==> config.mk <==
export PLATFORM = sky130hd
export DESIGN_NAME = eth_bridge
export DESIGN_NICKNAME = d
export VERILOG_FILES = /design/src/source/eth_bridge_pkg.sv /design/src/source/port_bus_if.sv /design/src/source/eth_bridge.sv /design/src/source/eth_port.sv /design/src/source/port_collect.sv /design/src/source/port_dispatch.sv
export SDC_FILE = /design/constraint.sdc
export NUM_CORES = 2
export LEC_CHECK = 0
export BUFFER_PORTS_ARGS = -buffer_cell sky130_fd_sc_hd__buf_2
export CAP_MARGIN = 30
export CORE_ASPECT_RATIO = 0.5
export CORE_MARGIN = 3
export CORE_UTILIZATION = 55
export DETAILED_ROUTE_END_ITERATION = 6
export GPL_TIMING_DRIVEN = 0
export PLACE_DENSITY = 0.76
export SYNTH_ARGS = -nofsm -noshare
export SYNTH_HDL_FRONTEND = slang
export SYNTH_SLANG_ARGS = --single-unit
==> constraint.sdc <==
create_clock -name clk125M -period 4.9 [get_ports clk125M]
set_input_delay 0.245 -clock clk125M [delete_from_list [all_inputs] [get_ports clk125M]]
set_output_delay 0.245 -clock clk125M [all_outputs]
set_load 0.005 [all_outputs]
==> src/source/eth_bridge_pkg.sv <==
/* ethernet bridge common definitions
   port count, rx header size, tx buffer depth and the stream types */
`default_nettype none

package eth_bridge_pkg;

    //----------------------------------------------------------------------
    // sizes
    //----------------------------------------------------------------------
    localparam int ETH_COUNT    = 4;   // ethernet ports on the board
    localparam int RX_HDR_BYTES = 12;  // leading mac rx bytes dropped per frame
    localparam int TX_BUF_DEPTH = 64;  // tx frame buffer, bytes

    //----------------------------------------------------------------------
    // vector types
    //----------------------------------------------------------------------
    typedef logic [7:0]           byte_t;       // stream byte
    typedef logic [1:0]           port_idx_t;   // port number
    typedef logic [ETH_COUNT-1:0] port_mask_t;  // one bit per port

    // tx buffer addressing, pointer wraps at TX_BUF_DEPTH
    typedef logic [5:0]           buf_ptr_t;
    typedef logic [6:0]           buf_cnt_t;    // 0 .. TX_BUF_DEPTH

    // header counter, runs up to RX_HDR_BYTES + 1
    typedef logic [3:0]           hdr_cnt_t;

    // mac tx sequencer
    typedef enum logic [1:0] {
        TX_IDLE,  // nothing to send
        TX_REQ,   // frame buffered, request up, waiting for ack
        TX_SEND   // streaming the frame to the mac
    } tx_state_t;

endpackage

`default_nettype wire

==> src/source/port_bus_if.sv <==
/* byte stream link between dispatcher, ports and collector
   one byte per valid cycle, sof/eof qualified by valid, no stall */
`timescale 1ns/10ps
`default_nettype none

interface port_bus_if;
    import eth_bridge_pkg::*;

    byte_t data;   // payload byte
    logic  valid;  // byte present this cycle
    logic  sof;    // first byte of a frame
    logic  eof;    // last byte of a frame

    // producer side
    modport src (
        output data,
        output valid,
        output sof,
        output eof
    );

    // consumer side
    modport dst (
        input  data,
        input  valid,
        input  sof,
        input  eof
    );

endinterface

`default_nettype wire

==> src/source/eth_bridge.sv <==
/* ethernet bridge top
   downlink dispatcher, ETH_COUNT port bridges and the uplink collector */
`timescale 1ns/10ps
`default_nettype none

module eth_bridge (
    input  logic                       clk125M,
    input  logic                       rst_n_i,
    // serial link downlink
    input  eth_bridge_pkg::byte_t      lnk_rx_data_i,
    input  logic                       lnk_rx_valid_i,
    input  logic                       lnk_rx_last_i,
    // serial link uplink
    output eth_bridge_pkg::byte_t      lnk_tx_data_o,
    output logic                       lnk_tx_valid_o,
    output logic                       lnk_tx_last_o,
    // control
    input  eth_bridge_pkg::port_idx_t  eth_num_i,
    input  logic                       module_en_i,
    input  logic                       link_up_i,     // serial channel up
    // from the macs, one lane per port
    input  eth_bridge_pkg::port_mask_t mac_link_i,
    input  eth_bridge_pkg::port_mask_t mac_tx_ack_i,
    input  eth_bridge_pkg::byte_t [eth_bridge_pkg::ETH_COUNT-1:0] mac_rx_data_i,
    input  eth_bridge_pkg::port_mask_t mac_rx_den_i,
    input  eth_bridge_pkg::port_mask_t mac_rx_sof_i,
    input  eth_bridge_pkg::port_mask_t mac_rx_eof_i,
    // to the macs
    output eth_bridge_pkg::port_mask_t mac_tx_rq_o,
    output eth_bridge_pkg::byte_t [eth_bridge_pkg::ETH_COUNT-1:0] mac_tx_data_o,
    output eth_bridge_pkg::port_mask_t mac_tx_valid_o,
    output eth_bridge_pkg::port_mask_t mac_tx_sof_o,
    output eth_bridge_pkg::port_mask_t mac_tx_eof_o
);
    import eth_bridge_pkg::*;

    port_bus_if dn_bus [ETH_COUNT] ();  // dispatcher -> ports
    port_bus_if up_bus [ETH_COUNT] ();  // ports -> collector
    port_mask_t port_en;

    // same condition that held the port fifos in reset on the board
    assign port_en = mac_link_i & {ETH_COUNT{module_en_i & link_up_i}};

    port_dispatch i_dispatch (
        .clk125M   (clk125M),
        .rst_n_i   (rst_n_i),
        .data_i    (lnk_rx_data_i),
        .valid_i   (lnk_rx_valid_i),
        .last_i    (lnk_rx_last_i),
        .eth_num_i (eth_num_i),
        .dn        (dn_bus)
    );

    for (genvar g = 0; g < ETH_COUNT; g++) begin : g_eth
        eth_port i_port (
            .clk125M        (clk125M),
            .rst_n_i        (rst_n_i),
            .port_en_i      (port_en[g]),
            .dn             (dn_bus[g]),
            .up             (up_bus[g]),
            .mac_tx_ack_i   (mac_tx_ack_i[g]),
            .mac_tx_rq_o    (mac_tx_rq_o[g]),
            .mac_tx_data_o  (mac_tx_data_o[g]),
            .mac_tx_valid_o (mac_tx_valid_o[g]),
            .mac_tx_sof_o   (mac_tx_sof_o[g]),
            .mac_tx_eof_o   (mac_tx_eof_o[g]),
            .mac_rx_data_i  (mac_rx_data_i[g]),
            .mac_rx_den_i   (mac_rx_den_i[g]),
            .mac_rx_sof_i   (mac_rx_sof_i[g]),
            .mac_rx_eof_i   (mac_rx_eof_i[g])
        );
    end

    port_collect i_collect (
        .clk125M   (clk125M),
        .rst_n_i   (rst_n_i),
        .eth_num_i (eth_num_i),
        .up        (up_bus),
        .data_o    (lnk_tx_data_o),
        .valid_o   (lnk_tx_valid_o),
        .last_o    (lnk_tx_last_o)
    );

endmodule

`default_nettype wire

==> src/source/eth_port.sv <==
/* ethernet port bridge
   buffers downlink frames and hands them to the mac by request/ack,
   strips the fixed header off every mac rx frame */
`timescale 1ns/10ps
`default_nettype none

module eth_port (
    input  logic                  clk125M,
    input  logic                  rst_n_i,
    input  logic                  port_en_i,     // module_en & link_up & mac link
    port_bus_if.dst               dn,            // from dispatcher
    port_bus_if.src               up,            // to collector
    // mac tx
    input  logic                  mac_tx_ack_i,
    output logic                  mac_tx_rq_o,
    output eth_bridge_pkg::byte_t mac_tx_data_o,
    output logic                  mac_tx_valid_o,
    output logic                  mac_tx_sof_o,
    output logic                  mac_tx_eof_o,
    // mac rx
    input  eth_bridge_pkg::byte_t mac_rx_data_i,
    input  logic                  mac_rx_den_i,
    input  logic                  mac_rx_sof_i,
    input  logic                  mac_rx_eof_i
);
    import eth_bridge_pkg::*;

    //----------------------------------------------------------------------
    // tx frame buffer
    //----------------------------------------------------------------------
    logic [8:0] tx_mem [TX_BUF_DEPTH];  // {eof, byte}
    logic [8:0] rd_word;
    buf_ptr_t   wr_ptr_q;
    buf_ptr_t   rd_ptr_q;
    buf_cnt_t   fill_q;                 // bytes held
    buf_cnt_t   frm_cnt_q;              // complete frames held
    logic       wr_act_q;               // downlink frame being written
    logic       wr_en;
    logic       rd_en;
    logic       wr_eof;
    logic       rd_eof;
    logic       flush;
    logic       frm_ready;
    tx_state_t  state_q;
    logic       send_q;                 // rd_en one cycle back

    // disabled port drops everything, except a frame already on its way out
    assign flush = !port_en_i && (state_q != TX_SEND);

    // accept only from a sof on, so a frame cut by the enable never lands half
    assign wr_en = dn.valid && port_en_i && (dn.sof || wr_act_q)
                   && (fill_q != buf_cnt_t'(TX_BUF_DEPTH));
    assign wr_eof = wr_en && dn.eof;

    assign rd_en   = (state_q == TX_SEND);
    assign rd_word = tx_mem[rd_ptr_q];      // async read, small buffer
    assign rd_eof  = rd_en && rd_word[8];

    // eof written this cycle counts already, request one cycle later
    assign frm_ready = (frm_cnt_q != '0) || wr_eof;

    always_ff @(posedge clk125M) begin
        if (wr_en) begin
            tx_mem[wr_ptr_q] <= {dn.eof, dn.data};
        end
    end

    always_ff @(posedge clk125M or negedge rst_n_i) begin
        if (!rst_n_i) begin
            wr_ptr_q  <= '0;
            rd_ptr_q  <= '0;
            fill_q    <= '0;
            frm_cnt_q <= '0;
        end else if (flush) begin
            wr_ptr_q  <= '0;
            rd_ptr_q  <= '0;
            fill_q    <= '0;
            frm_cnt_q <= '0;
        end else begin
            if (wr_en) begin
                wr_ptr_q <= wr_ptr_q + buf_ptr_t'(1);
            end
            if (rd_en) begin
                rd_ptr_q <= rd_ptr_q + buf_ptr_t'(1);
            end
            fill_q    <= fill_q + buf_cnt_t'(wr_en) - buf_cnt_t'(rd_en);
            frm_cnt_q <= frm_cnt_q + buf_cnt_t'(wr_eof) - buf_cnt_t'(rd_eof);
        end
    end

    // write-side frame tracking
    always_ff @(posedge clk125M or negedge rst_n_i) begin
        if (!rst_n_i) begin
            wr_act_q <= 1'b0;
        end else if (!port_en_i) begin
            wr_act_q <= 1'b0;
        end else if (wr_en) begin
            wr_act_q <= !dn.eof;
        end
    end

    //----------------------------------------------------------------------
    // mac tx sequencer
    //----------------------------------------------------------------------
    always_ff @(posedge clk125M or negedge rst_n_i) begin
        if (!rst_n_i) begin
            state_q <= TX_IDLE;
            send_q  <= 1'b0;
        end else begin
            send_q <= rd_en;
            case (state_q)
                TX_IDLE: begin
                    if (port_en_i && frm_ready) begin
                        state_q <= TX_REQ;
                    end
                end
                TX_REQ: begin
                    if (!port_en_i) begin
                        state_q <= TX_IDLE;  // buffer gets flushed
                    end else if (mac_tx_ack_i) begin
                        state_q <= TX_SEND;  // stream from next cycle
                    end
                end
                TX_SEND: begin
                    if (rd_word[8]) begin
                        state_q <= TX_IDLE;  // rq drops after the eof byte
                    end
                end
                default: state_q <= TX_IDLE;
            endcase
        end
    end

    assign mac_tx_rq_o    = (state_q != TX_IDLE);  // held through the whole send
    assign mac_tx_valid_o = rd_en;
    assign mac_tx_data_o  = rd_word[7:0];
    assign mac_tx_sof_o   = rd_en && !send_q;      // first send cycle
    assign mac_tx_eof_o   = rd_eof;

    //----------------------------------------------------------------------
    // rx header strip
    //----------------------------------------------------------------------
    hdr_cnt_t hdr_cnt_q;  // 0 waits for sof, then counts bytes seen
    logic     rx_keep;

    // bytes from index RX_HDR_BYTES on pass
    assign rx_keep = mac_rx_den_i && !mac_rx_sof_i && port_en_i
                     && (hdr_cnt_q >= hdr_cnt_t'(RX_HDR_BYTES));

    always_ff @(posedge clk125M or negedge rst_n_i) begin
        if (!rst_n_i) begin
            hdr_cnt_q <= '0;
        end else if (!port_en_i) begin
            hdr_cnt_q <= '0;  // resync on the next sof
        end else if (mac_rx_den_i) begin
            if (mac_rx_eof_i) begin
                hdr_cnt_q <= '0;
            end else if (mac_rx_sof_i) begin
                hdr_cnt_q <= hdr_cnt_t'(1);
            end else if (hdr_cnt_q != '0 && hdr_cnt_q <= hdr_cnt_t'(RX_HDR_BYTES)) begin
                hdr_cnt_q <= hdr_cnt_q + hdr_cnt_t'(1);  // parks at RX_HDR_BYTES + 1
            end
        end
    end

    always_ff @(posedge clk125M or negedge rst_n_i) begin
        if (!rst_n_i) begin
            up.valid <= 1'b0;
            up.sof   <= 1'b0;
            up.eof   <= 1'b0;
        end else begin
            up.valid <= rx_keep;
            up.sof   <= rx_keep && (hdr_cnt_q == hdr_cnt_t'(RX_HDR_BYTES)); // first kept
            up.eof   <= rx_keep && mac_rx_eof_i;
        end
    end

    always_ff @(posedge clk125M) begin
        up.data <= mac_rx_data_i;
    end

endmodule

`default_nettype wire

==> src/source/port_collect.sv <==
/* uplink collector
   forwards whole rx frames of the selected port, switches only between frames */
`timescale 1ns/10ps
`default_nettype none

module port_collect (
    input  logic                      clk125M,
    input  logic                      rst_n_i,
    input  eth_bridge_pkg::port_idx_t eth_num_i,
    port_bus_if.dst                   up [eth_bridge_pkg::ETH_COUNT],
    output eth_bridge_pkg::byte_t     data_o,
    output logic                      valid_o,
    output logic                      last_o
);
    import eth_bridge_pkg::*;

    byte_t      up_data [ETH_COUNT];  // port streams flattened for the mux
    port_mask_t up_valid;
    port_mask_t up_sof;
    port_mask_t up_eof;
    port_idx_t  sel_q;                // port now on the uplink
    logic       busy_q;               // selected frame still open
    logic       busy_d;
    logic       fwd;                  // byte goes to the uplink this cycle

    for (genvar g = 0; g < ETH_COUNT; g++) begin : g_port
        assign up_data[g]  = up[g].data;
        assign up_valid[g] = up[g].valid;
        assign up_sof[g]   = up[g].sof;
        assign up_eof[g]   = up[g].eof;
    end

    // a frame has to start with sof, a tail caught mid-way is dropped
    assign fwd = up_valid[sel_q] && (up_sof[sel_q] || busy_q);

    always_comb begin
        busy_d = busy_q;
        if (fwd) begin
            busy_d = !up_eof[sel_q];
        end
    end

    always_ff @(posedge clk125M or negedge rst_n_i) begin
        if (!rst_n_i) begin
            sel_q   <= '0;
            busy_q  <= 1'b0;
            valid_o <= 1'b0;
            last_o  <= 1'b0;
        end else begin
            busy_q  <= busy_d;
            valid_o <= fwd;
            last_o  <= fwd && up_eof[sel_q];  // eof becomes last
            if (!busy_d) begin
                sel_q <= eth_num_i;           // new selection only between frames
            end
        end
    end

    // payload
    always_ff @(posedge clk125M) begin
        if (fwd) begin
            data_o <= up_data[sel_q];
        end
    end

endmodule

`default_nettype wire

==> src/source/port_dispatch.sv <==
/* downlink dispatcher
   steers each serial-link frame to the port picked on its first byte */
`timescale 1ns/10ps
`default_nettype none

module port_dispatch (
    input  logic                      clk125M,
    input  logic                      rst_n_i,
    input  eth_bridge_pkg::byte_t     data_i,
    input  logic                      valid_i,
    input  logic                      last_i,
    input  eth_bridge_pkg::port_idx_t eth_num_i,
    port_bus_if.src                   dn [eth_bridge_pkg::ETH_COUNT]
);
    import eth_bridge_pkg::*;

    logic       in_frame_q;  // inside a frame, past its first byte
    port_idx_t  tgt_q;       // port latched on the first byte
    port_idx_t  tgt;         // port for the byte on the input now
    byte_t      data_q;
    port_mask_t valid_q;     // one-hot, only the target port sees valid
    logic       sof_q;
    logic       eof_q;

    // first byte takes eth_num_i, the rest of the frame stays put
    assign tgt = in_frame_q ? tgt_q : eth_num_i;

    always_ff @(posedge clk125M or negedge rst_n_i) begin
        if (!rst_n_i) begin
            in_frame_q <= 1'b0;
            tgt_q      <= '0;
            valid_q    <= '0;
            sof_q      <= 1'b0;
            eof_q      <= 1'b0;
        end else begin
            valid_q <= '0;
            sof_q   <= 1'b0;
            eof_q   <= 1'b0;
            if (valid_i) begin
                valid_q    <= port_mask_t'(1) << tgt;
                sof_q      <= !in_frame_q;  // no frame open, so this one starts it
                eof_q      <= last_i;
                tgt_q      <= tgt;
                in_frame_q <= !last_i;
            end
        end
    end

    // payload, no reset
    always_ff @(posedge clk125M) begin
        if (valid_i) begin
            data_q <= data_i;
        end
    end

    // same byte fanned out, valid decides who takes it
    for (genvar g = 0; g < ETH_COUNT; g++) begin : g_port
        assign dn[g].data  = data_q;
        assign dn[g].valid = valid_q[g];
        assign dn[g].sof   = sof_q;
        assign dn[g].eof   = eof_q;
    end

endmodule

`default_nettype wire
==> metrics.cfg <==
[outcome]
status=finished, violations left
violations=antenna rules, DRC

[worst_setup_path]
timing.rr.start=g_eth[2].i_port.rd_ptr_q[0]$_DFFE_PN0P_
slowest_delay_ns=0.59
cp_data_required_time_ns=5.55
timing.rr.end=g_eth[2].i_port.frm_cnt_q[6]$_DFF_PN0_
crit_chain=buf_2, buf_6, buf_6, mux4_2, a2111oi_1, o211ai_1, a22oi_2, nor2_2, ha_1, inv_1, ha_1, inv_1, fa_1, nand2b_1, a21oi_1, o21ai_0, a21oi_1, or3_1, a21oi_1
critical_path_buf_inv_count=5
critPathTopFamily=compound AO/OA/AOI/OAI gates
critical_path_class=reg2reg
worstSetupEndpointType=register
cp_common_cell=a21oi_1
cp_slowest_cell=mux4_2
critPathArrivalTime_ns=5.35
crit_fanout=10
crit_end=g_eth[2].i_port.frm_cnt_q[6]$_DFF_PN0_
start_kind=register
reg2reg_depth=19
path_depth=19
cp-startpoint=g_eth[2].i_port.rd_ptr_q[0]$_DFFE_PN0P_
r2r_setup_slack_ns=0.19

[clocking]
clk_latency_ns=0.87
cts.sinks=2514
cts_buffers=211
root_buffer=clkbuf_16
clk_transition_reported_paths_ns=0.07
cts_tree=done
clock_path_buffers=4
h-tree-depth=4

[timing]
relSlewSlack=0.285
period_needed_ns=4.71
tightest_slew_ns=1.07
setup_tns_ns=0
fin_hold_ws_ns=0.0547
post-route-period-util=0.960
slew_viol_final=0
finalSetupViolCount=0
max_freq_mhz=213
hold_viol=0
skew_ns=0.0875

[routing]
vias=51400
wire_per_inst_um=30.9
finalWirelength_mm=244
via_per_inst=6.51
post-route-drc-count=6
antenna_left=1
drtPass1Iterations=7
drt_iter0_drc=7619

[logic_synthesis]
syn_area_per_cell_um2=20.8
synthArstFlopShare=0.0644
yosysSeqAreaShare=0.748
muxShareOfSynthArea=0.169
synthXorXnorAreaFrac=0.00458
syn-cell-area_um2=99400
synth_compound_area_frac=0.0157
yosys_most_used_dff=edfxtp_1
synth_cell_types=49
synth_edf_count=2320
syn-num-nets=4948
syn_inst=4784
synth_top_family_by_area=multiplexers
synth_seq_cells=2514
yosys_warnings=0
synthSimpleGateAreaFrac=0.0331
synthAdderAreaFrac=0.0127

[placement]
gp_congestion=0.915
io_buffers=125
place_area_um2=105000
dp_hpwl_mm=158

[min_path]
min_path_type=in2reg

[power_and_ir_drop]
ir_worst_vdd_v=0.000275
p_leak_nw=36.0
pwr_density_cell_nw_per_um2=362

[global_routing]
grt_pass1_vias=52500
grt_pass1_wl_mm=360
antenna_found_initial=4
grtUsageTotal=0.264
grt-ovfl-total=0
grt_max_degree=114

[layout]
syn2layout_area_growth_pct=14.1
design_area_um2=113000
final_layout_size_suffix_gt1_frac=0.262
fin_nets=5507

[floorplan]
core_area_um2=178000
die_h_um=307
initial_core_util=0.558
ioPinCount=126
die_w_um=607
die-area_um2=186000
std_cell_rows=109

[flow_run]
cap_violations=0

## routing by layer
metal,part of all wire,global-route usage
met5,0.00012,0
met4,0.037,0.0867
met3,0.11,0.0586
met2,0.49,0.428
met1,0.36,0.361
## cell families (layout without fill, tap and decap cells)
kind of cell               count (synthesis)  after routing
adders and majority gates                 96             96
and+or+nand+nor                          713            713
AOI/OAI and AO/OA                        254            254
other                                      0              5
muxes                                    778            778
buffers and inverters                    377           1100
xor gates and xnor gates                  52             52
DFF                                     2514           2514
## Yosys cell counts, drive strengths merged (13+ instances only)
library cell	instances	area, µm²
xor2	32	280
nor3	28	140
edfxtp	2320	69700
dfrtp	162	4050
a2111oi	16	140
nand4	19	119
or2	13	81.3
dfxtp	32	641
or3	20	125
clkbuf	97	364
nand3	44	220
nor2	392	1470
a211oi	16	120
inv	106	398
xnor2	20	175
buf	170	960
ha	88	1100
nor2b	20	125
o21ai	75	375
nand2	78	293
nand2b	18	113
mux4	717	16100
mux2i	54	541
nand3b	16	120
a21oi	77	385
and2	25	156
## timing repair
action / CTS / global route
buffers inserted: 0 / 1
setup endpoints to repair: 10 / 8
pin swaps: 0 / 4
endpoints found under the hold margin: 258 / 0
gates resized for setup: 24 / 83
hold buffers: 77 / 0
## power breakdown
| part | switching, mW | total [mW] | internal, mW | leakage (nW) |
|---|---|---|---|---|
| Combinational | 0.614 | 0.967 | 0.353 | 9.14 |
| Sequential | 0.0513 | 23.6 | 23.6 | 23.7 |
| Clock | 7.56 | 16.5 | 8.96 | 3.20 |
| Total | 8.23 | 41.1 | 32.9 | 36.0 |
## sequential cells by signal, indices dropped and copies added (netlist names), 2 cells and up
register,cells
i_collect.data_o,8
g_eth.i_port.up.sof,4
g_eth.i_port.fill_q,28
g_eth.i_port.up.eof,4
g_eth.i_port.wr_ptr_q,24
i_dispatch.tgt_q,2
g_eth.i_port.up.data,32
i_collect.sel_q,2
i_dispatch.valid_q,4
g_eth.i_port.rd_ptr_q,24
g_eth.i_port.state_q,8
g_eth.i_port.send_q,4
g_eth.i_port.hdr_cnt_q,16
g_eth.i_port.wr_act_q,4
g_eth.i_port.up.valid,4
g_eth.i_port.tx_mem,2304
i_dispatch.dn.data,8
g_eth.i_port.frm_cnt_q,28
## worst register-to-register path, cell delays in order (launching register included)
cell	delay, ns
dfrtp_1	0.36
buf_2	0.21
buf_6	0.24
buf_6	0.24
mux4_2	0.60
a2111oi_1	0.41
o211ai_1	0.17
a22oi_2	0.26
nor2_2	0.12
ha_1	0.29
inv_1	0.05
ha_1	0.16
inv_1	0.07
fa_1	0.43
nand2b_1	0.17
a21oi_1	0.20
o21ai_0	0.13
a21oi_1	0.21
or3_1	0.14
a21oi_1	0.06
## cell usage in the layout, fill, tap and decap left out, types with 42 or more instances in the layout
cell              n
buf_4            75
nand3_1          44
mux2i_1          49
o21ai_0          75
dfrtp_1         160
buf_16           76
nand2_1          78
buf_1            45
dlygate4sd3_1    76
mux4_2          717
ha_1             88
clkinv_1         42
nor2_1          390
clkbuf_16       213
inv_1           105
clkbuf_1        147
a21oi_1          77
edfxtp_1       2320
buf_2           171
## how the worst min path moves through the flow
stage	start	slack (ns)	end	cells past startpoint
2_1_floorplan	rst_n_i	-0.05	g_eth[0].i_port.fill_q[0]$_DFF_PN0_	0
3_3_place_gp	mac_rx_data_i[1]	0.35	g_eth[0].i_port.up.data[1]$_DFF_P_	1
3_5_place_dp	rst_n_i	0.19	g_eth[0].i_port.hdr_cnt_q[1]$_DFFE_PN0P_	1
4_1_cts	mac_rx_data_i[1]	0.007	g_eth[0].i_port.up.data[1]$_DFF_P_	2
5_1_grt	mac_rx_data_i[9]	0.04	g_eth[1].i_port.up.data[1]$_DFF_P_	2
6_report	mac_rx_data_i[1]	0.05	g_eth[0].i_port.up.data[1]$_DFF_P_	2
## layout make-up
class	instances	area [µm²]
Sequential cell	2514	74400
Fill cell	11300	64700
Multi-Input combinational cell	1893	23400
Clock buffer	281	5680
Timing Repair Buffer	354	4210
Tap cell	2386	2990
Buffer	259	1480
Clock inverter	96	863
Inverter	110	413
Antenna cell	5	12.5
## metrics by stage
step	total power, mW	utilization	instances	setup WS [ns]
4_1_cts	41.2	0.633	7846	0.00910
3_3_place_gp	24.8	0.579	7295	-2.76
6_report	41.1	0.637	7898	0.194
2_1_floorplan	24.4	-	4784	0.854
5_1_grt	42.2	0.637	7893	-0.0406
3_5_place_dp	25.0	0.592	7393	-0.583
(Power assumes the default switching activity.)
